===== config.mk =====
export PLATFORM = sky130hd
export DESIGN_NAME = inst_decode
export DESIGN_NICKNAME = d
export VERILOG_FILES = /design/src/design/core_pkg.sv /design/src/design/inst_decode.sv
export SDC_FILE = /design/constraint.sdc
export NUM_CORES = 1
export LEC_CHECK = 0
export BUFFER_PORTS_ARGS = -buffer_cell sky130_fd_sc_hd__buf_2
export CORE_MARGIN = 2
export CORE_UTILIZATION = 40
export DETAILED_ROUTE_END_ITERATION = 10
export PLACE_DENSITY = 0.91
export SYNTH_ARGS = -nofsm -noshare
export SYNTH_HDL_FRONTEND = slang
export SYNTH_SLANG_ARGS = --single-unit

===== constraint.sdc =====
create_clock -name vclk -period 6.74
set_input_delay 1.348 -clock vclk [all_inputs]
set_output_delay 1.348 -clock vclk [all_outputs]
set_load 0.005 [all_outputs]

===== src/design/core_pkg.sv =====
// core package with shared widths, opcodes, FSM states and commit record
package core_pkg;

  typedef logic [63:0] xlen_t;
  typedef logic [63:0] addr_t;
  typedef logic [31:0] inst_t;
  typedef logic [4:0]  reg_idx_t;

  // major opcodes of the supported subset
  localparam logic [6:0] OP_OP     = 7'h33;
  localparam logic [6:0] OP_IMM    = 7'h13;
  localparam logic [6:0] OP_LUI    = 7'h37;
  localparam logic [6:0] OP_BRANCH = 7'h63;
  localparam logic [6:0] OP_LOAD   = 7'h03;
  localparam logic [6:0] OP_STORE  = 7'h23;
  localparam logic [6:0] OP_TRAP   = 7'h6b;

  localparam inst_t PUTCH_WORD = 32'h0000_0007;
  localparam addr_t PC_START   = 64'h8000_0000;

  typedef enum logic [2:0] {
    CLS_ALU,
    CLS_LOAD,
    CLS_STORE,
    CLS_BRANCH,
    CLS_PUTCH,
    CLS_TRAP,
    CLS_ILLEGAL
  } op_class_e;

  typedef enum logic [2:0] {
    ST_FETCH,
    ST_DECODE,
    ST_EXECUTE,
    ST_MEMORY,
    ST_WRITEBACK,
    ST_HALT
  } ctrl_state_e;

  typedef struct packed {
    logic     valid;
    addr_t    pc;
    inst_t    inst;
    logic     wen;
    reg_idx_t rd;
    xlen_t    wdata;
  } commit_t;

  typedef struct packed {
    op_class_e  op_class;
    reg_idx_t   rs1;
    reg_idx_t   rs2;
    reg_idx_t   rd;
    xlen_t      imm;
    logic [2:0] funct3;
    logic       sub;
  } decode_t;

endpackage


===== src/design/inst_decode.sv =====
// instruction decoder producing register numbers, immediate and class
`timescale 1ns/1ns

module inst_decode (
  input  core_pkg::inst_t   inst_i,
  output core_pkg::decode_t dec_o
);

  logic [6:0]      opcode;
  logic [6:0]      funct7;
  logic            alu_f3_ok;
  core_pkg::xlen_t imm_i;
  core_pkg::xlen_t imm_s;
  core_pkg::xlen_t imm_b;
  core_pkg::xlen_t imm_u;

  assign opcode = inst_i[6:0];
  assign funct7 = inst_i[31:25];

  // add/sub, xor, or, and
  assign alu_f3_ok = (inst_i[14:12] == 3'b000) || (inst_i[14:12] == 3'b100)
                     || (inst_i[14:12] == 3'b110) || (inst_i[14:12] == 3'b111);

  assign imm_i = {{52{inst_i[31]}}, inst_i[31:20]};
  assign imm_s = {{52{inst_i[31]}}, inst_i[31:25], inst_i[11:7]};
  assign imm_b = {{51{inst_i[31]}}, inst_i[31], inst_i[7], inst_i[30:25], inst_i[11:8], 1'b0};
  assign imm_u = {{32{inst_i[31]}}, inst_i[31:12], 12'b0};

  always_comb begin
    dec_o.op_class = core_pkg::CLS_ILLEGAL;
    dec_o.rs1      = inst_i[19:15];
    dec_o.rs2      = inst_i[24:20];
    dec_o.rd       = inst_i[11:7];
    dec_o.imm      = '0;
    dec_o.funct3   = inst_i[14:12];
    dec_o.sub      = 1'b0;

    if (inst_i == core_pkg::PUTCH_WORD) begin
      dec_o.op_class = core_pkg::CLS_PUTCH;
      dec_o.rs1      = 5'd10;
    end else begin
      case (opcode)
        core_pkg::OP_OP: begin
          if (alu_f3_ok && (funct7 == 7'h00 || (funct7 == 7'h20 && inst_i[14:12] == 3'b000)))
          begin
            dec_o.op_class = core_pkg::CLS_ALU;
            dec_o.sub      = inst_i[30];
          end
        end
        // x0 as rs2 so the alu can merge rs2 and imm
        core_pkg::OP_IMM: begin
          if (alu_f3_ok) begin
            dec_o.op_class = core_pkg::CLS_ALU;
          end
          dec_o.rs2 = '0;
          dec_o.imm = imm_i;
        end
        core_pkg::OP_LUI: begin
          dec_o.op_class = core_pkg::CLS_ALU;
          dec_o.rs1      = '0;
          dec_o.rs2      = '0;
          dec_o.funct3   = 3'b000;
          dec_o.imm      = imm_u;
        end
        core_pkg::OP_BRANCH: begin
          if (inst_i[14:13] == 2'b00) begin
            dec_o.op_class = core_pkg::CLS_BRANCH;
          end
          dec_o.imm = imm_b;
        end
        core_pkg::OP_LOAD: begin
          if (inst_i[14:12] == 3'b011) begin
            dec_o.op_class = core_pkg::CLS_LOAD;
          end
          dec_o.imm = imm_i;
        end
        core_pkg::OP_STORE: begin
          if (inst_i[14:12] == 3'b011) begin
            dec_o.op_class = core_pkg::CLS_STORE;
          end
          dec_o.imm = imm_s;
        end
        core_pkg::OP_TRAP: begin
          dec_o.op_class = core_pkg::CLS_TRAP;
          dec_o.rs1      = 5'd10;
        end
        default: ;
      endcase
    end

    // only alu and load results write a register
    if (dec_o.op_class != core_pkg::CLS_ALU && dec_o.op_class != core_pkg::CLS_LOAD) begin
      dec_o.rd = '0;
    end
  end

endmodule


==> impl_metrics.py <==
metrics = {
    "drt": {
        "wl_met3_microns": 362,
        "post_drt_via_cell_ratio": 5.38,
        "drcViolationCount": 0,
        "drt-total-wl_microns": 3750,
        "first_drt_iteration_drcs": 51,
        "vias": 1446,
        "route.detailed.wl_per_inst_microns": 13.9,
        "ant_nets": 0,
        "wl_met2_microns": 1880,
        "drtPass1Iterations": 4,
        "top_routing_layer_in_use": "met4",
        "met1_length_microns": 1490,
    },
    "grt": {
        "vias_in_the_first_global_route": 1269,
        "wire_length_of_the_first_global_routing_pass_microns": 5700,
        "grt.total_usage_pct": 21.2,
        "global_route.overflow_total": 0,
        "grt_max_degree": 34,
        "antenna_found_initial": 0,
    },
    "yosys": {
        "ys_warn_count": 0,
        "synth.distinct_cells": 44,
        "postSynthCellCount": 157,
        "synth.net_count": 189,
        "synth_sequential_area_ratio_pct": 0,
        "avgSynthCellArea_sq_um": 7.11,
        "post_synthesis_instance_area_sq_um": 1120,
    },
    "floorplanning": {
        "fp.coreArea_sq_um": 2710,
        "start_util_pct": 41.2,
        "die_h_microns": 56.8,
        "design.die.area_sq_um": 3230,
        "io-pin-count": 118,
        "die_x_microns": 56.8,
        "core.rowCount": 19,
    },
    "sta": {
        "setup_viol": 0,
        "timing.final.crit_share_pct": 62.8,
        "max_freq_ghz": 0.236,
        "slew_headroom_pct": 53.4,
        "tightest_slew_ps": 699,
        "unrepaired_setup_endpoints_after_global_routing": "no",
        "period_minus_slack_ps": 4240,
        "timing.final.max_slew_violations": 0,
        "totalNegativeSetupSlack_ps": 0,
        "timing.final.hold_violations": 0,
        "fin_hold_ws_ps": 2990,
    },
    "clock_tree": {
        "postCtsHoldBufs": 0,
        "postCtsResizedCells": 0,
        "postCtsSetupBuffers": 0,
    },
    "cells_and_area": {
        "fraction_of_final_layout_cells_with_drive_strength_greater_than_1_pct": 56.3,
        "clkbuf_count": 0,
        "sequential_cell_total": 0,
        "footprint_of_the_flip_flops_and_latches_sq_um": 0,
        "num-nets-final": 272,
        "multi_input_comb_area_sq_um": 820,
        "layout-area-overhead-vs-synth_pct": 30.8,
        "antenna_cells_inserted": 0,
        "n_fill_cell": 277,
    },
    "pwr": {
        "internal_power_mw": 0.0246,
        "power.ir.vdd_worst_mv": 0.0215,
        "power.share.combinational_pct": 100.0,
        "power.share.switching_pct": 54.2,
        "power_frac_clock_pct": 0,
        "total_power_mw": 0.0537,
        "p_switching_mw": 0.0291,
        "p_leak_nw": 0.982,
        "power_frac_seq_pct": 0,
        "cellPowerDensity_nw_per_um2": 36.8,
    },
    "place": {
        "dpl.hpwl_microns": 3110,
        "port-buffer-count": 118,
        "gpl.final_weighted_congestion": 0.919,
    },
    "critical_path": {
        "critical_path_required_ps": 5390,
        "critical_path_arrival_ps": 2890,
        "crit_fanout": 19,
        "setup.worst_path.class": "in2out",
        "cp-end-kind": "output port",
        "critical_path.startpoint_type": "input pin",
    },
    "worst_hold_path": {
        "hold_path_cell_cnt": 3,
        "min-delay-path-class": "in2out",
    },
    "outcome": {
        "outcome": "finished clean",
    },
    "run": {
        "max_cap_violations": 0,
    },
}
[critical path, stage by stage]
cell and delay [ps]:
buf_2 160, and4bb_2 360, nand2_1 110, nor2_2 580, a21o_1 220, buf_2 110
[placed cells by master, fill, tap and decap left out, types with 2 or more instances in the layout]
master / n
nand2_1: 14
nor2b_1: 12
nand3_1: 3
a22o_1: 4
a21oi_1: 3
and4bb_2: 2
nor3_1: 3
and2_1: 12
nor3b_1: 2
nand4_1: 2
nor2_1: 5
o21ai_2: 2
or3_1: 2
buf_2: 118
o21ai_0: 3
a21o_1: 19
nor4b_1: 6
nor4_1: 3
[per-layer routing]
| metal | vias up | track usage (%) |
|---|---|---|
| met5 | - | 0 |
| met4 | 0 | 4.32 |
| met3 | 2 | 1.84 |
| met2 | 87 | 38.4 |
| met1 | 655 | 27.2 |
| li1 | 702 | - |
[cell type report]
type	instances	share of cell area, %
Multi-Input combinational cell	118	56.1
Tap cell	31	2.66
Timing Repair Buffer	119	41.0
Inverter	1	0.257
[cell families (layout without fill, tap and decap cells)]
family          count (synthesis)  count (layout)  share of synthesized area [%]
simple gates                   77              77                           43.9
compound gates                 40              40                           28.5
buf+inv                        39             120                           26.6
mux                             1               1                           1.01
[synth_stat cells, types with 3 or more instances]
cell	n	share of area [%]
a21o_1	19	13
a21oi_1	3	1.3
a22o_1	4	3.1
and2_1	12	6.7
buf_4	32	22
nand2_1	14	4.7
nand3_1	3	1.3
nor2_1	5	1.7
nor2b_1	12	6.7
nor3_1	3	1.3
nor4_1	3	1.7
nor4b_1	6	4.7
o21ai_0	3	1.3
[worst paths after layout]
kind                   start   endpoint  slack (ps)
setup / recovery   inst_i[6]  dec_o[22]        2500
hold / removal    inst_i[19]  dec_o[23]        2990
[per-stage QoR]
step           cells  utilization (%)  cell area [sq um]  setup WS, ps
6_report         269             53.9               1460          2500
5_1_grt          269             53.9               1460          2360
4_1_cts          269             53.9               1460          2530
3_5_place_dp     269             53.9               1460          2530
3_3_place_gp     269             53.9               1460          2540
2_1_floorplan    157                -               1120          1890
[power groups by stage]
| stage | Combinational [mW] | Sequential (mW) | Clock [mW] |
|---|---|---|---|
| final | 0.0537 | 0 | 0 |
| after global routing | 0.0586 | 0 | 0 |
| after CTS | 0.0533 | 0 | 0 |
| after detailed placement | 0.0530 | 0 | 0 |
| after global placement | 0.0521 | 0 | 0 |
| after floorplan | 0.0294 | 0 | 0 |
Power figures use the tool's default switching activity.
