### src/design/core_pkg.sv
// core package with shared widths, opcodes, FSM states and commit record
package core_pkg;

  typedef logic [63:0] xlen_t;
  typedef logic [63:0] addr_t;
  typedef logic [31:0] inst_t;
  typedef logic [4:0]  reg_idx_t;

  // major opcodes of the supported subset
  localparam logic [6:0] OP_OP     = 7'h33;
  localparam logic [6:0] OP_IMM    = 7'h13;
  localparam logic [6:0] OP_LUI    = 7'h37;
  localparam logic [6:0] OP_BRANCH = 7'h63;
  localparam logic [6:0] OP_LOAD   = 7'h03;
  localparam logic [6:0] OP_STORE  = 7'h23;
  localparam logic [6:0] OP_TRAP   = 7'h6b;

  localparam inst_t PUTCH_WORD = 32'h0000_0007;
  localparam addr_t PC_START   = 64'h8000_0000;

  typedef enum logic [2:0] {
    CLS_ALU,
    CLS_LOAD,
    CLS_STORE,
    CLS_BRANCH,
    CLS_PUTCH,
    CLS_TRAP,
    CLS_ILLEGAL
  } op_class_e;

  typedef enum logic [2:0] {
    ST_FETCH,
    ST_DECODE,
    ST_EXECUTE,
    ST_MEMORY,
    ST_WRITEBACK,
    ST_HALT
  } ctrl_state_e;

  typedef struct packed {
    logic     valid;
    addr_t    pc;
    inst_t    inst;
    logic     wen;
    reg_idx_t rd;
    xlen_t    wdata;
  } commit_t;

  typedef struct packed {
    op_class_e  op_class;
    reg_idx_t   rs1;
    reg_idx_t   rs2;
    reg_idx_t   rd;
    xlen_t      imm;
    logic [2:0] funct3;
    logic       sub;
  } decode_t;

endpackage

### src/design/alu_unit.sv
// alu for arithmetic, logic, addresses and branch decisions
`timescale 1ns/1ns

module alu_unit (
  input  core_pkg::decode_t dec_i,
  input  core_pkg::xlen_t   rs1_data_i,
  input  core_pkg::xlen_t   rs2_data_i,
  input  core_pkg::addr_t   pc_i,
  output core_pkg::xlen_t   result_o,
  output logic              branch_taken_o
);

  core_pkg::xlen_t op_b;

  // register forms carry imm zero, immediate forms read x0 as rs2
  assign op_b = rs2_data_i | dec_i.imm;

  always_comb begin
    case (dec_i.op_class)
      core_pkg::CLS_ALU: begin
        case (dec_i.funct3)
          3'b100:  result_o = rs1_data_i ^ op_b;
          3'b110:  result_o = rs1_data_i | op_b;
          3'b111:  result_o = rs1_data_i & op_b;
          default: result_o = dec_i.sub ? rs1_data_i - op_b : rs1_data_i + op_b;
        endcase
      end
      core_pkg::CLS_LOAD,
      core_pkg::CLS_STORE:  result_o = rs1_data_i + dec_i.imm;
      // branch target
      core_pkg::CLS_BRANCH: result_o = pc_i + dec_i.imm;
      default:              result_o = '0;
    endcase
  end

  // funct3 bit 0 selects bne
  assign branch_taken_o = (dec_i.op_class == core_pkg::CLS_BRANCH)
                          && ((rs1_data_i == rs2_data_i) ^ dec_i.funct3[0]);

endmodule

### config.mk
export PLATFORM = sky130hd
export DESIGN_NAME = alu_unit
export DESIGN_NICKNAME = d
export VERILOG_FILES = /design/src/design/core_pkg.sv /design/src/design/alu_unit.sv
export SDC_FILE = /design/constraint.sdc
export NUM_CORES = 1
export LEC_CHECK = 0
export BUFFER_PORTS_ARGS = -buffer_cell sky130_fd_sc_hd__buf_2
export CAP_MARGIN = 20
export CORE_MARGIN = 4
export CORE_UTILIZATION = 50
export DETAILED_ROUTE_END_ITERATION = 8
export PLACE_DENSITY = 0.9
export SYNTH_ARGS = -nofsm -noshare
export SYNTH_HDL_FRONTEND = slang
export SYNTH_SLANG_ARGS = --single-unit
### constraint.sdc
create_clock -name vclk -period 7.6
set_input_delay 1.9 -clock vclk [all_inputs]
set_output_delay 1.9 -clock vclk [all_outputs]
set_load 0.02 [all_outputs]
==> impl_metrics.json, run 1 <==
{
  "netlist_area_um2": 14800,
  "synth-compound-area-share": 0.321,
  "ys_warn_count": 0,
  "synth_top_family_by_area": "compound AO/OA/AOI/OAI gates",
  "synthAdderAreaFrac": 0.217,
  "dp.final_hpwl_um": 57400,
  "port_buffers": 328,
  "yosysUniqueCellTypes": 91,
  "syn_nets": 2731,
  "yosys.area_share.simple": 0.197,
  "seq_area_frac_synth": 0,
  "grt_overflow_total": 62,
  "synth_area_per_cell_um2": 6.73,
  "ioPinCount": 343,
  "die_w_um": 180,
  "stop_stage": "global routing (5_1_grt)",
  "dp_slack_ns": -1.23,
  "synth-xor-area-share": 0.140,
  "status": "aborted with a tool error",
  "die_h_um": 180,
  "rows": 62,
  "grt-worst-endpoint": "result_o[62]",
  "gr-usage-all-layers": 0.718,
  "tool.error": "[ERROR GRT-0232] Routing congestion too high. Check the congestion heatmap in the GUI.",
  "initial_core_util": 0.511,
  "grt_max_degree": 68,
  "cts_hold_buf": 0,
  "gp_congestion": 1.07,
  "endpoint_type": "output port",
  "muxShareOfSynthArea": 0.0521,
  "syn-instance-count": 2198
}
-- synth_stat cells (5+ instances only) --
master	number	area [um2]
a211oi_1	11	82.6
a21o_1	76	571
a21oi_1	261	1310
a221o_1	6	60.1
a221oi_1	37	324
a22oi_1	6	45.0
a31oi_1	38	238
a41oi_1	8	70.1
and2_1	11	68.8
and3_1	22	138
and3_2	5	37.5
buf_1	5	18.8
clkbuf_1	100	375
ha_1	253	3170
inv_1	163	612
mux2_2	64	721
mux2i_1	5	50.1
nand2_1	141	529
nand2b_1	17	106
nand3_1	44	220
nand4_1	32	200
nor2_1	240	901
nor2b_1	15	93.8
nor3_1	23	115
nor4_1	26	163
o211ai_1	9	67.6
o21a_1	11	82.6
o21ai_0	123	616
o21ai_1	12	60.1
o21bai_1	29	218
o22ai_1	61	382
o31ai_1	9	67.6
or2_2	7	43.8
or3_1	7	43.8
xnor2_1	123	1080
xor2_1	112	981
-- logic make-up after synthesis --
family,after synthesis
buffers and inverters,277
XOR/XNOR,236
multiplexers,69
adder cells (fa/ha/maj),255
AO/OA/AOI/OAI,748
AND/OR/NAND/NOR,613
-- metrics by stage --
step / setup TNS, ns / hold WS, ns / area (um2) / cells
floorplan: -4.93 / 3.95 / 14900 / 2198
global placement: -22.99 / 4.40 / 20300 / 3289
detailed placement: -31.26 / 4.40 / 20300 / 3289
CTS: -21.53 / 4.37 / 21300 / 3327
-- per-layer routing --
metal / GRT overflow / track usage
met3: 1 / 0.622
met5: 0 / 0.421
met2: 35 / 0.850
met1: 0 / 0.701
met4: 26 / 0.698
-- what timing repair did --
item / 4_1_cts
setup buffers: 39
gates resized for setup: 197
setup endpoints to repair: 48
pin swaps: 76
==> run 2, diff against run 1 <==
Settings changed: CORE_UTILIZATION 50 to 35, PLACE_DENSITY 0.9 to not set, PLACE_DENSITY_LB_ADDON set to 0.15.
Clock period 7.6 ns to 9.9 ns, I/O delays scaled along.
==> impl_metrics.json, run 2 <==
{
  "syn-instance-count": 2198,
  "period_share": 1.00,
  "nClkBuffers": 0,
  "grt_pass1_vias": 17759,
  "netlist_area_um2": 14800,
  "cts_hold_buf": 0,
  "cpMaxStageDelayCell": "or3_4",
  "synth_top_cell_by_area": "ha_1",
  "synth-xor-area-share": 0.140,
  "maxSlewViolCount": 0,
  "initial_core_util": 0.353,
  "syn_nets": 2731,
  "yosys-top-cells-area": "ha_1, a21oi_1, xnor2_1",
  "ys_warn_count": 0,
  "cp-start-kind": "input pin",
  "die_h_um": 214,
  "drive_gt1_frac": 0.285,
  "grt_max_degree": 79,
  "finalHoldViolations": 0,
  "port_buffers": 328,
  "muxShareOfSynthArea": 0.0521,
  "postRouteAntennaNets": 0,
  "yosysUniqueCellTypes": 91,
  "status": "finished, violations left",
  "drtPass1Iterations": 8,
  "yosys.area_share.simple": 0.197,
  "synth_top_area_frac": 0.214,
  "critPathRequiredTime_ns": 7.43,
  "gr-usage-all-layers": 0.280,
  "violations": "negative setup slack",
  "gp_congestion": 0.976,
  "rsz0062_at_grt": "yes",
  "final_cell_mix": "buf_2, buf_4, ha_1, a21oi_1, nor2_1",
  "grt_overflow_total": 0,
  "final_common_cell": "buf_2",
  "synth_top_family_by_area": "compound AO/OA/AOI/OAI gates",
  "seq_area_frac_synth": 0,
  "vias": 18320,
  "nets": 3214,
  "cpPeakStageDelay_ns": 0.42,
  "synth_area_per_cell_um2": 6.73,
  "grt_pass1_wl_um": 102000,
  "n_sequential_cell": 0,
  "seq_area_um2": 0,
  "worst_pin_slew_ns": 1.09,
  "dpl.cell_count": 3204,
  "drc": 0,
  "routed_via_density": 5.69,
  "rows": 75,
  "die-area_um2": 45600,
  "synth_most_common_cell": "a21oi_1",
  "timing.final.ws_setup_ns": -0.0262,
  "die_w_um": 214,
  "critPathArrivalTime_ns": 7.45,
  "fin_cells": 3222,
  "syn_to_final_growth_pct": 29.1,
  "yosys-top-cells-count": "a21oi_1, ha_1, nor2_1",
  "end_kind": "primary output",
  "dp.final_hpwl_um": 56600,
  "max_cap_viol_count": 0,
  "fin_setup_tns_ns": -0.0297,
  "fin_crit_ns": 9.93,
  "synth-compound-area-share": 0.321,
  "coreArea_um2": 41900,
  "drt-total-wl_um": 68100,
  "hp-class": "input pin to primary output",
  "finalSetupViolCount": 2,
  "cpMostUsedCell": "buf_4",
  "routedWlPerCell_um": 21.1,
  "relSlewSlack": 0.272,
  "antenna_found_initial": 3,
  "critPathKind": "input pin to primary output",
  "worstPathMaxFanout": 3,
  "dr.first_iter.drc_count": 1354,
  "synthAdderAreaFrac": 0.217,
  "ioPinCount": 343,
  "fmax_mhz": 101
}
[run 2: final cells by class]
type / instances / area (um2)
fillers: 4443 / 22800
multi-input cells: 1921 / 14100
diodes: 4 / 10.0
repair buffers: 594 / 3690
inverters: 164 / 616
well taps: 539 / 674
[run 2: repair_timing]
item | in CTS | in global routing
setup buffers | 3 | 11
pin swaps | 10 | 41
gates resized for setup | 21 | 82
setup endpoints to repair | 15 | 21
[run 2: critical path, delay by kind of cell]
family / cells / cell delay [ns]
compound gates: 10 / 1.58
xor+xnor: 1 / 0.16
mux: 1 / 0.23
fa+ha+maj: 1 / 0.32
simple gates: 8 / 1.82
buf+inv: 6 / 0.85
[run 2: cells by family (layout without fill, tap and decap cells)]
| family | after synthesis | count (layout) |
|---|---|---|
| adders and majority gates | 255 | 255 |
| other | 0 | 4 |
| buffers and inverters | 277 | 758 |
| and+or+nand+nor | 613 | 613 |
| muxes | 69 | 69 |
| AOI/OAI and AO/OA | 748 | 748 |
| xor gates and xnor gates | 236 | 236 |
[run 2: metrics by stage]
step	hold slack (ns)	utilization	area [um2]	setup WS (ns)
4_1_cts	5.57	0.446	18700	-0.0874
2_1_floorplan	5.11	-	14800	0.372
3_5_place_dp	5.57	0.443	18600	-0.457
6_report	5.53	0.456	19100	-0.0262
3_3_place_gp	5.57	0.443	18600	-0.512
5_1_grt	5.59	0.456	19100	-0.287
[run 2: final timing paths]
path      endpoint       from  slack [ns]  depth (start not counted)
max   result_o[62]  dec_i[27]       -0.03                         27
min   result_o[63]  dec_i[67]        5.53                          6
[run 2: layer usage]
metal,vias to the layer above,routed length [um],global-route usage
met5,-,34,0
met3,81,4130,0.0227
met2,676,31500,0.478
li1,8917,-,-
met1,8642,31000,0.391
met4,4,1440,0.0483
==> run 3, diff against run 2 <==
Clock period 9.9 ns to 8.2 ns, I/O delays scaled along.
==> impl_metrics.json, run 3 (synthesized netlist as in run 2, its figures left out) <==
{
  "cpMaxStageDelayCell": "or4_4",
  "vias": 19672,
  "timing.final.ws_setup_ns": -0.699,
  "routedWlPerCell_um": 20.5,
  "p_per_area_nw_per_um2": 96.4,
  "coreArea_um2": 41900,
  "dpl.cell_count": 3463,
  "wl_met1_um": 31400,
  "fmax_mhz": 112,
  "grt_max_degree": 62,
  "hp-class": "input pin to primary output",
  "initial_core_util": 0.353,
  "finalSetupViolCount": 40,
  "relSlewSlack": 0.297,
  "crit_start": "dec_i[20]",
  "final_common_cell": "buf_4",
  "cts_hold_buf": 0,
  "critPathArrivalTime_ns": 6.85,
  "drive_gt1_frac": 0.412,
  "diodes": 0,
  "n_sequential_cell": 0,
  "ioPinCount": 343,
  "drtPass1Iterations": 6,
  "grt_overflow_total": 0,
  "port_buffers": 328,
  "p_leak_nw": 11.3,
  "rsz0062_at_grt": "yes",
  "placed_cell_area_um2": 20600,
  "cpMostUsedCell": "buf_4",
  "rows": 75,
  "routed_via_density": 5.58,
  "finalHoldViolations": 0,
  "nClkBuffers": 0,
  "fin_cells": 3528,
  "cp-endpoint": "result_o[63]",
  "nets": 3524,
  "seq_area_um2": 0,
  "end_kind": "primary output",
  "critPathRequiredTime_ns": 6.15,
  "wl_met3_um": 5140,
  "grt_pass1_wl_um": 107000,
  "final_cell_mix": "buf_4, buf_2, ha_1, nor2_1, a21oi_1",
  "worst_pin_slew_ns": 1.05,
  "drt-total-wl_um": 72300,
  "cpPeakStageDelay_ns": 0.56,
  "syn_to_final_growth_pct": 54.7,
  "fin_crit_ns": 8.90,
  "antenna_found_initial": 2,
  "status": "finished, violations left",
  "min_path_cells": 6,
  "gp_congestion": 0.979,
  "violations": "negative setup slack",
  "postLayoutCoreUtil": 0.546,
  "critPathKind": "input pin to primary output",
  "worstPathMaxFanout": 4,
  "period_share": 1.09,
  "ir_drop_v": 0.0000436,
  "max_cap_viol_count": 0,
  "dr.first_iter.drc_count": 1518,
  "drc": 0,
  "top_layer_used": "met5",
  "fin_area_um2": 22900,
  "maxSlewViolCount": 0,
  "grt_pass1_vias": 19159,
  "dp.final_hpwl_um": 59100,
  "die_w_um": 214,
  "wl_met2_um": 33100,
  "die_h_um": 214,
  "cp-start-kind": "input pin",
  "die-area_um2": 45600,
  "postRouteAntennaNets": 0,
  "gr-usage-all-layers": 0.294
}
==> run 3: changes by cell type in the layout (fill, tap and decap cells not counted), sizes merged <==
cell / previous run / this run
buf: 594 / 904
diode: 4 / 0
==> run 3: worst min-delay path by stage <==
stage / startpoint / end
after floorplan: dec_i[85] / result_o[62]
after global placement: dec_i[67] / result_o[63]
after detailed placement: dec_i[67] / result_o[63]
after CTS: dec_i[67] / result_o[63]
after global routing: dec_i[67] / result_o[63]
final: dec_i[67] / result_o[63]
==> run 3: final cells by class <==
| cell class | count | area [um2] |
|---|---|---|
| multi-input cells | 1921 | 15200 |
| well taps | 539 | 674 |
| repair buffers | 904 | 6340 |
| inverters | 164 | 616 |
| fillers | 4132 | 19000 |
==> run 3: through the flow <==
stage | setup TNS [ns] | hold WS (ns) | total power [mW] | setup slack, ns
6_report | -15.53 | 4.70 | 2.20 | -0.699
5_1_grt | -24.92 | 4.72 | 2.37 | -0.940
4_1_cts | -9.44 | 4.67 | 2.02 | -0.654
3_5_place_dp | -24.94 | 4.70 | 1.85 | -0.962
3_3_place_gp | -25.13 | 4.71 | 1.84 | -0.995
2_1_floorplan | -0.784 | 4.25 | 1.03 | -0.248
==> run 3: power breakdown <==
part           switching, mW  total [mW]  internal (mW)
clock network              0           0              0
logic                   1.19        2.20           1.01
registers                  0           0              0
==> run 3: repair_timing <==
item	CTS	global route
resized for setup	264	159
pin swaps	113	102
setup endpoints to repair	46	49
buffers inserted	37	39
==> run 3: per-layer routing <==
metal | up-vias | global-route usage
li1 | 9535 | -
met1 | 9319 | 0.396
met2 | 702 | 0.496
met3 | 114 | 0.0351
met4 | 2 | 0.0881
met5 | - | 0
==> run 3: worst max-delay path, delay by kind of cell <==
| family | cells | cell delay, ns |
|---|---|---|
| buf+inv | 7 | 0.86 |
| xor+xnor | 1 | 0.15 |
| compound gates | 9 | 2.09 |
| simple gates | 7 | 1.34 |
| fa+ha+maj | 1 | 0.35 |
No activity file was read; power rests on OpenSTA's default activity.
