<file path="src/design/cycle_counter.sv">
// cycle and retired instruction counters, frozen once the core halts
`timescale 1ns/1ns

module cycle_counter (
  input  logic        clock_i,
  input  logic        reset_i,
  input  logic        halt_i,
  input  logic        retire_i,
  output logic [63:0] cycle_cnt_o,
  output logic [63:0] instr_cnt_o
);

  always_ff @(posedge clock_i) begin
    if (reset_i) begin
      cycle_cnt_o <= '0;
      instr_cnt_o <= '0;
    end else begin
      if (!halt_i) begin
        cycle_cnt_o <= cycle_cnt_o + 64'd1;
      end
      // one count per commit pulse
      if (retire_i && !halt_i) begin
        instr_cnt_o <= instr_cnt_o + 64'd1;
      end
    end
  end

endmodule

</file>
<file path="config.mk">
export PLATFORM = sky130hd
export DESIGN_NAME = cycle_counter
export DESIGN_NICKNAME = d
export VERILOG_FILES = /design/src/design/cycle_counter.sv
export SDC_FILE = /design/constraint.sdc
export NUM_CORES = 1
export LEC_CHECK = 0
export BUFFER_PORTS_ARGS = -buffer_cell sky130_fd_sc_hd__buf_2
export CORE_UTILIZATION = 35
export CTS_BUF_LIST = sky130_fd_sc_hd__clkbuf_4 sky130_fd_sc_hd__clkbuf_8 sky130_fd_sc_hd__clkbuf_16
export CTS_CLUSTER_DIAMETER = 80
export CTS_CLUSTER_SIZE = 30
export DETAILED_ROUTE_END_ITERATION = 10
export PLACE_DENSITY = 0.55
export SLEW_MARGIN = 5
export SYNTH_ARGS = -nofsm -noshare
export SYNTH_HDL_FRONTEND = slang
export SYNTH_SLANG_ARGS = --single-unit
</file>
<file path="constraint.sdc">
create_clock -name clock_i -period 2.5 [get_ports clock_i]
set_clock_uncertainty 0.15 [all_clocks]
set_input_delay 0.125 -clock clock_i [delete_from_list [all_inputs] [get_ports clock_i]]
set_output_delay 0.125 -clock clock_i [all_outputs]
set_load 0.02 [all_outputs]
</file>
==> impl_metrics.toml, run 1 <==
[route]
num_vias = 6080
post-route-drc-count = 0
ant_nets = 0
via_per_inst = 5.22
drtPass1Iterations = 5
wl_per_cell_um = 15.0
routed_wl_um = 17400
drt_iter0_markers = 412

[cts]
cts_hold_buf = 2
tritoncts = "built"
cts_buffers = 17
cts_resized = 0
clock_path_buffers = 2
post_cts_buffers = 0
cts_max_level = 4
path_clk_slew_ns = 0.06
insertion_delay_ns = 0.42
cts_root_buffer = "clkbuf_16"
clock_sinks = 128

[setup_path]
cp-end-kind = "flop"
worstSetupPathType = "reg -> reg"
crit_path_max_incr_delay_ns = 0.41
arrival_ns = 2.48
crit_required_ns = 2.69
critPathTopFamily = "simple AND/OR/NAND/NOR gates"
slowest_stage = "or3_1"
critPathMaxFanout = 6
rrSetupSlack_ns = 0.21
path_buf_inv = 0
crit_chain = "ha_1 > and4b_1 > and3_1 > nand4_1 > or3_1 > a21oi_1"
worstSetupStartpointType = "flop"

[sta]
tns_ns = 0
rsz0062_at_grt = "no"
max_slew_margin = 0.365
timing.fmax_mhz = 436
hold_ws_ns = 0.170
drv_slew = 0
worst_pin_slew_ns = 0.952
final-hold-violation-count = 0
setup_viol = 0
finalCritPeriodShare = 0.918
min_period_ns = 2.29

[synth]
synth-compound-area-share = 0.0817
synthFlopType = "dfxtp_1"
yosysSeqAreaShare = 0.409
yosysUniqueCellTypes = 42
syn_avg_cell_area_um2 = 8.30
ys_warn_count = 0
synth_xor_area_frac = 0.102
synthCells = 754
synth_mux_area_frac = 0.0106
synth_top_family_by_area = "simple AND/OR/NAND/NOR gates"
synthAdderAreaFrac = 0.00400
synthSimpleGateAreaFrac = 0.369
synth_seq_cells = 128
syn_area_um2 = 6260
syn_nets = 760
synth-edff-count = 0
synth-async-reset-ratio = 0

[grt]
grt_max_degree = 90
overflow = 0
grt_pass1_vias = 5461
grt.total_usage = 0.194
grt_pass1_wl_um = 28300
antenna_found_initial = 0

[finish]
fin_cells = 1164
nNetsFinal = 932
synthToLayoutAreaGrowth_pct = 29.9
diodes = 0
drive_gt1_frac = 0.244
final_cell_mix = "buf_2, dfxtp_1, nor2_1"
layout_commonest_cell = "buf_2"

[placed_design]
dp_hpwl_um = 12600
gp_congestion = 0.874
dp_cells = 1130
io_buffers = 131

[power_and_ir_drop]
powerDensity_nw_per_um2 = 591
ir_drop_v = 0.000550
report.power.total_mw = 4.80
leakagePower_nw = 3.23

[die]
num_rows = 48
io_pins = 132
die-area_um2 = 18400
die_w_um = 136
die_h_um = 136
coreArea_um2 = 17400
start_util = 0.361

[flow_run]
maxCapViolations = 0

[outcome]
outcome = "completed"

[min_path]
hp-class = "in -> reg"
## report_power, final
| group | switching (mW) | internal (mW) | total, mW |
|---|---|---|---|
| registers | 0.00632 | 2.05 | 2.05 |
| logic | 0.0580 | 0.0240 | 0.0820 |
| clock network | 0.949 | 1.72 | 2.67 |
| total | 1.01 | 3.79 | 4.80 |
## worst paths after layout
| check | from | to | cells past startpoint |
|---|---|---|---|
| worst max-delay path | instr_cnt_o[0] | instr_cnt_o[44] | 6 |
| worst min-delay path | reset_i | instr_cnt_o[37] | 2 |
| worst max register to register | instr_cnt_o[0] | instr_cnt_o[44] | 6 |
| worst min register to register | cycle_cnt_o[63] | cycle_cnt_o[63] | 2 |
## per-stage QoR
step / instance area (um^2) / utilization / setup WS [ns]
detailed placement: 7470 / 0.431 / 0.208
global route: 8130 / 0.468 / 0.0447
finish: 8130 / 0.468 / 0.206
CTS: 8130 / 0.468 / 0.195
global placement: 7470 / 0.431 / 0.213
floorplan: 6260 / - / 0.196
## registers in the layout, indices dropped and copies added (netlist names)
| signal | count |
|---|---|
| instr_cnt_o | 64 |
| cycle_cnt_o | 64 |
## worst reg2reg max path, cell delays in order, from the launching register on
cell     delay, ns
dfxtp_1       0.39
ha_1          0.23
and4b_1       0.28
and3_1        0.36
nand4_1       0.27
or3_1         0.41
a21oi_1       0.13
## cells by family after synthesis
family,Yosys count
compound gates,96
xor+xnor,73
fa+ha+maj,2
buf+inv,38
flops,128
mux,6
simple gates,411
## layer usage
layer | GRT usage | share of wire
met1 | 0.259 | 0.48
met2 | 0.308 | 0.46
met3 | 0.0524 | 0.052
met4 | 0.0493 | 0.0078
met5 | 0 | 0
## cells in the mapped netlist (2+ instances only)
library cell	count	area (um^2)
and4_1	11	96.3
xor2_1	47	412
and2_1	5	31.3
nor4_4	4	85.1
nand4_1	59	369
ha_1	2	25.0
clkbuf_1	22	82.6
nand3b_1	3	22.5
nor2_1	91	342
buf_1	2	7.51
nand2_1	56	210
nand3_1	48	240
dfxtp_1	128	2560
xnor2_1	26	228
buf_2	5	25.0
nor3_1	16	80.1
and4b_1	2	20.0
nor4_1	16	100
a21oi_1	47	235
inv_1	9	33.8
mux2_2	5	56.3
or3_1	40	250
and3_1	22	138
nor3_2	2	20.0
or4_1	12	90.1
nor2b_1	11	68.8
o21ai_0	38	190
o31ai_1	9	67.6
nand4b_1	3	26.3
## layout make-up
cell class | count | area (um^2)
Timing Repair Buffer | 182 | 1060
Sequential cell | 128 | 2560
Fill cell | 1733 | 9230
Clock inverter | 13 | 185
Tap cell | 225 | 282
Multi-Input combinational cell | 588 | 3560
Clock buffer | 19 | 453
Inverter | 9 | 33.8
Power figures use the tool's default switching activity.
==> inputs of run 2 (changes only) <==
- PLACE_DENSITY: 0.55 -> 0.57
- SETUP_SLACK_MARGIN: unset -> 0.4
- clock period: 2.5 -> 2 ns (I/O delays scaled with it)
==> impl_metrics.toml, run 2 (synthesis gave the netlist of run 1 again) <==
[outcome]
outcome = "finished, violations left"
violations = "setup timing"

[cts]
cts_buffers = 17
cts_root_buffer = "clkbuf_16"
insertion_delay_ns = 0.43
tritoncts = "built"
clock_sinks = 128
path_clk_slew_ns = 0.06
clock_path_buffers = 2
cts_max_level = 4

[min_path]
worstHoldPathCells = 2
hp-class = "in -> reg"

[finish]
stdcell_area_um2 = 10900
layout_commonest_cell = "buf_4"
final_cell_mix = "buf_4, buf_2, nor2_1"
diodes = 0
nNetsFinal = 1109
synthToLayoutAreaGrowth_pct = 74.9
largestRegisters = "cycle_cnt_o: 64 flops, instr_cnt_o: 64 flops"
drive_gt1_frac = 0.565

[route]
top_layer_used = "met4"
drt-met1-wl_um = 9340
num_vias = 7152
route.met3.wl_um = 930
routed_wl_um = 22100
drtPass1Iterations = 7
wl_per_cell_um = 16.5
post-route-drc-count = 0
drt_iter0_markers = 445
via_per_inst = 5.33
ant_nets = 0
wl_met2_um = 11200

[setup_path]
arrival_ns = 2.31
worstSetupStartpointType = "flop"
cp-end-kind = "flop"
crit_required_ns = 2.20
rr_worst_depth = 7
critPathMaxFanout = 4
worstSetupPathType = "reg -> reg"

[grt]
grt.total_usage = 0.232
grt_pass1_vias = 6715
antenna_found_initial = 0
grt_max_degree = 63
overflow = 0
grt_pass1_wl_um = 33600

[power_and_ir_drop]
powerDensity_nw_per_um2 = 552
ir_drop_v = 0.000612
leakagePower_nw = 4.80

[die]
start_util = 0.361
num_rows = 48
coreArea_um2 = 17400
die_w_um = 136
die-area_um2 = 18400
die_h_um = 136
io_pins = 132

[flow_run]
maxCapViolations = 0

[placed_design]
dp_hpwl_um = 14000
post_dp_cell_area_um2 = 8850
io_buffers = 131
gp_congestion = 0.840

[sta]
timing.fmax_mhz = 474
setup_slack_ns = -0.112
setup_viol = 18
worst_pin_slew_ns = 0.710
rsz0062_at_grt = "yes"
finalCritPeriodShare = 1.06
drv_slew = 0
tns_ns = -0.700
min_period_ns = 2.11
hold_ws_ns = 0.0556
max_slew_margin = 0.527
final-hold-violation-count = 0
run 2: changes by cell type in the layout (fill, tap and decap cells not counted), sizes merged:
cell | previous run | this run
bufinv | 4 | 2
clkinvlp | 5 | 0
clkinv | 3 | 4
clkbuf | 19 | 21
buf | 180 | 355
inv | 10 | 14
nand3 | 48 | 49
nand4b | 4 | 5
run 2: timing repair:
item                       4_1_cts  5_1_grt
pin swaps                       80       68
resized for setup              115       86
hold endpoints to repair         4        0
hold buffers                     2        0
setup endpoints to repair      107      111
cloned                           3        0
buffers inserted                41       28
run 2: layer usage:
layer	vias up	global-route usage
li1	3466	-
met2	193	0.396
met3	54	0.0471
met4	0	0.103
met1	3439	0.279
met5	-	0
run 2: through the flow:
step / total power [mW] / instances / worst slack, ns / utilization
2_1_floorplan: 2.63 / 754 / -0.0639 / -
3_3_place_gp: 2.67 / 1235 / -0.0515 / 0.510
3_5_place_dp: 2.68 / 1235 / -0.0818 / 0.510
4_1_cts: 6.09 / 1313 / -0.0380 / 0.598
5_1_grt: 6.21 / 1341 / -0.190 / 0.631
6_report: 6.05 / 1341 / -0.112 / 0.631
run 2: area by class of cell:
type                    instances  area [um^2]
inverters                       9         33.8
clock buffers                  21          526
clock inverters                11          134
fillers                      1440         6410
multi-input cells             590         4520
flip-flops and latches        128         2820
well taps                     225          282
repair buffers                357         2640
run 2: worst paths after layout:
kind                   startpoint               to  slack (ns)
setup reg to reg  instr_cnt_o[11]  instr_cnt_o[52]       -0.11
setup / recovery  instr_cnt_o[11]  instr_cnt_o[52]       -0.11
hold / removal            reset_i  cycle_cnt_o[49]        0.06
hold reg to reg   cycle_cnt_o[48]  cycle_cnt_o[48]        0.36
run 2: worst max-delay path, stage by stage, from the launching register on:
cell and delay, ns:
dfxtp_4 0.35, nand4_1 0.20, nor4_4 0.45, buf_4 0.17, nand4bb_1 0.10, buf_4 0.18, or3_1 0.31, a21oi_1 0.12
run 2: where the power goes:
part           leakage, nW  internal, mW  total, mW  switching (mW)
logic                 3.37        0.0425      0.124          0.0810
clock network        0.326          2.16       3.43            1.27
registers             1.10          2.49       2.50          0.0101
total                 4.80          4.69       6.05            1.36
==> inputs of run 3 (changes only) <==
- BUFFER_PORTS_ARGS: -buffer_cell sky130_fd_sc_hd__buf_2 -> unset
- DONT_BUFFER_PORTS: unset -> 1
- HOLD_SLACK_MARGIN: unset -> 0.02
- PLACE_DENSITY: 0.57 -> 0.51
==> impl_metrics.toml, run 3 (synthesis gave the netlist of run 1 again) <==
[finish]
final_cell_mix = "buf_4, nor2_1, buf_6"
diodes = 0
largestRegisters = "cycle_cnt_o: 64 flops, instr_cnt_o: 64 flops"
nNetsFinal = 1036
fin_cells = 1268
stdcell_area_um2 = 11000
final_util = 0.631
layout_commonest_cell = "buf_4"
drive_gt1_frac = 0.548
synthToLayoutAreaGrowth_pct = 75.0

[min_path]
worstHoldPathCells = 1
hp-class = "in -> reg"
worstHoldStart = "reset_i"
hold_path_end = "instr_cnt_o[43]"

[grt]
grt_pass1_vias = 6807
grt.total_usage = 0.241
antenna_found_initial = 0
overflow = 0
grt_pass1_wl_um = 34700
grt_max_degree = 135

[die]
num_rows = 48
die_h_um = 136
die_w_um = 136
io_pins = 132
start_util = 0.361
die-area_um2 = 18400
coreArea_um2 = 17400

[route]
routed_wl_um = 23100
wl_per_cell_um = 18.2
post-route-drc-count = 0
num_vias = 6972
via_per_inst = 5.50
drt_iter0_markers = 338
drtPass1Iterations = 5
ant_nets = 0

[setup_path]
crit_chain = "nand3_4 > buf_12 > nor2_2 > nand4b_4 > or4_1 > a21oi_1"
rr_worst_depth = 6
worstSetupStartpointType = "flop"
worstReg2RegStart = "instr_cnt_o[26]"
path_buf_inv = 1
worstSetupPathType = "reg -> reg"
cp-end-kind = "flop"
crit_required_ns = 2.20
arrival_ns = 2.32
regToRegEndpoint = "instr_cnt_o[45]"
slowest_stage = "or4_1"
critPathTopFamily = "simple AND/OR/NAND/NOR gates"
critPathMaxFanout = 6
rrSetupSlack_ns = -0.12
crit_path_max_incr_delay_ns = 0.48

[flow_run]
maxCapViolations = 0

[sta]
rsz0062_at_grt = "yes"
drv_slew = 0
min_period_ns = 2.12
hold_ws_ns = -0.393
setup_slack_ns = -0.123
worst_pin_slew_ns = 0.470
final-hold-violation-count = 125
finalCritPeriodShare = 1.06
max_slew_margin = 0.687
setup_viol = 40
timing.fmax_mhz = 471

[placed_design]
dp_hpwl_um = 14500
gp_congestion = 0.867
dp_slack_ns = -0.276
post_dp_cell_area_um2 = 8520
io_buffers = 0
dp_cells = 1145

[cts]
clock_path_buffers = 2
cts_buffers = 17
cts_root_buffer = "clkbuf_16"
cts_max_level = 4
clock_sinks = 128
tritoncts = "built"
insertion_delay_ns = 0.43
path_clk_slew_ns = 0.06

[power_and_ir_drop]
leakagePower_nw = 4.61
ir_drop_v = 0.000570
powerDensity_nw_per_um2 = 525

[outcome]
outcome = "finished, violations left"
violations = "hold timing, setup timing"
run 3: worst max-delay path by stage:
stage                     cells past startpoint              end       startpoint
after floorplan                               6  instr_cnt_o[62]  instr_cnt_o[38]
after global placement                        7  cycle_cnt_o[50]   cycle_cnt_o[3]
after detailed placement                      7  cycle_cnt_o[50]   cycle_cnt_o[5]
after CTS                                     7  cycle_cnt_o[50]   cycle_cnt_o[6]
after global routing                          8  cycle_cnt_o[61]   cycle_cnt_o[5]
final                                         6  instr_cnt_o[45]  instr_cnt_o[26]
run 3: repair_timing:
action,in CTS,in global routing
endpoints found under the hold margin,128,126
cloned,5,0
buffers inserted,43,39
resized for setup,140,95
setup endpoints to repair,106,118
pin swaps,112,104
hold buffers,4,1
run 3: layer usage:
layer | GRT usage | vias to the layer above | wire, um
li1 | - | 3301 | -
met1 | 0.273 | 3412 | 9220
met2 | 0.420 | 210 | 11900
met3 | 0.0640 | 49 | 1380
met4 | 0.110 | 0 | 535
met5 | 0 | - | 0
run 3: stage by stage:
step / total power [mW] / setup TNS, ns
after global routing: 5.91 / -7.01
after detailed placement: 2.62 / -3.52
final: 5.75 / -1.99
after global placement: 2.62 / -2.48
after CTS: 5.76 / -1.03
after floorplan: 2.63 / -0.252
run 3: cell type report:
| type | instances | area [um^2] |
|---|---|---|
| Clock buffer | 25 | 563 |
| Clock inverter | 7 | 40.0 |
| Inverter | 9 | 33.8 |
| Multi-Input combinational cell | 590 | 4640 |
| Timing Repair Buffer | 284 | 2600 |
| Tap cell | 225 | 282 |
| Sequential cell | 128 | 2800 |
| Fill cell | 1378 | 6400 |
run 3: power by group:
group | switching [mW] | leakage, nW | internal (mW)
Clock | 1.21 | 0.305 | 1.95
Combinational | 0.0368 | 3.21 | 0.0521
Sequential | 0.00816 | 1.09 | 2.50
Total | 1.25 | 4.61 | 4.50
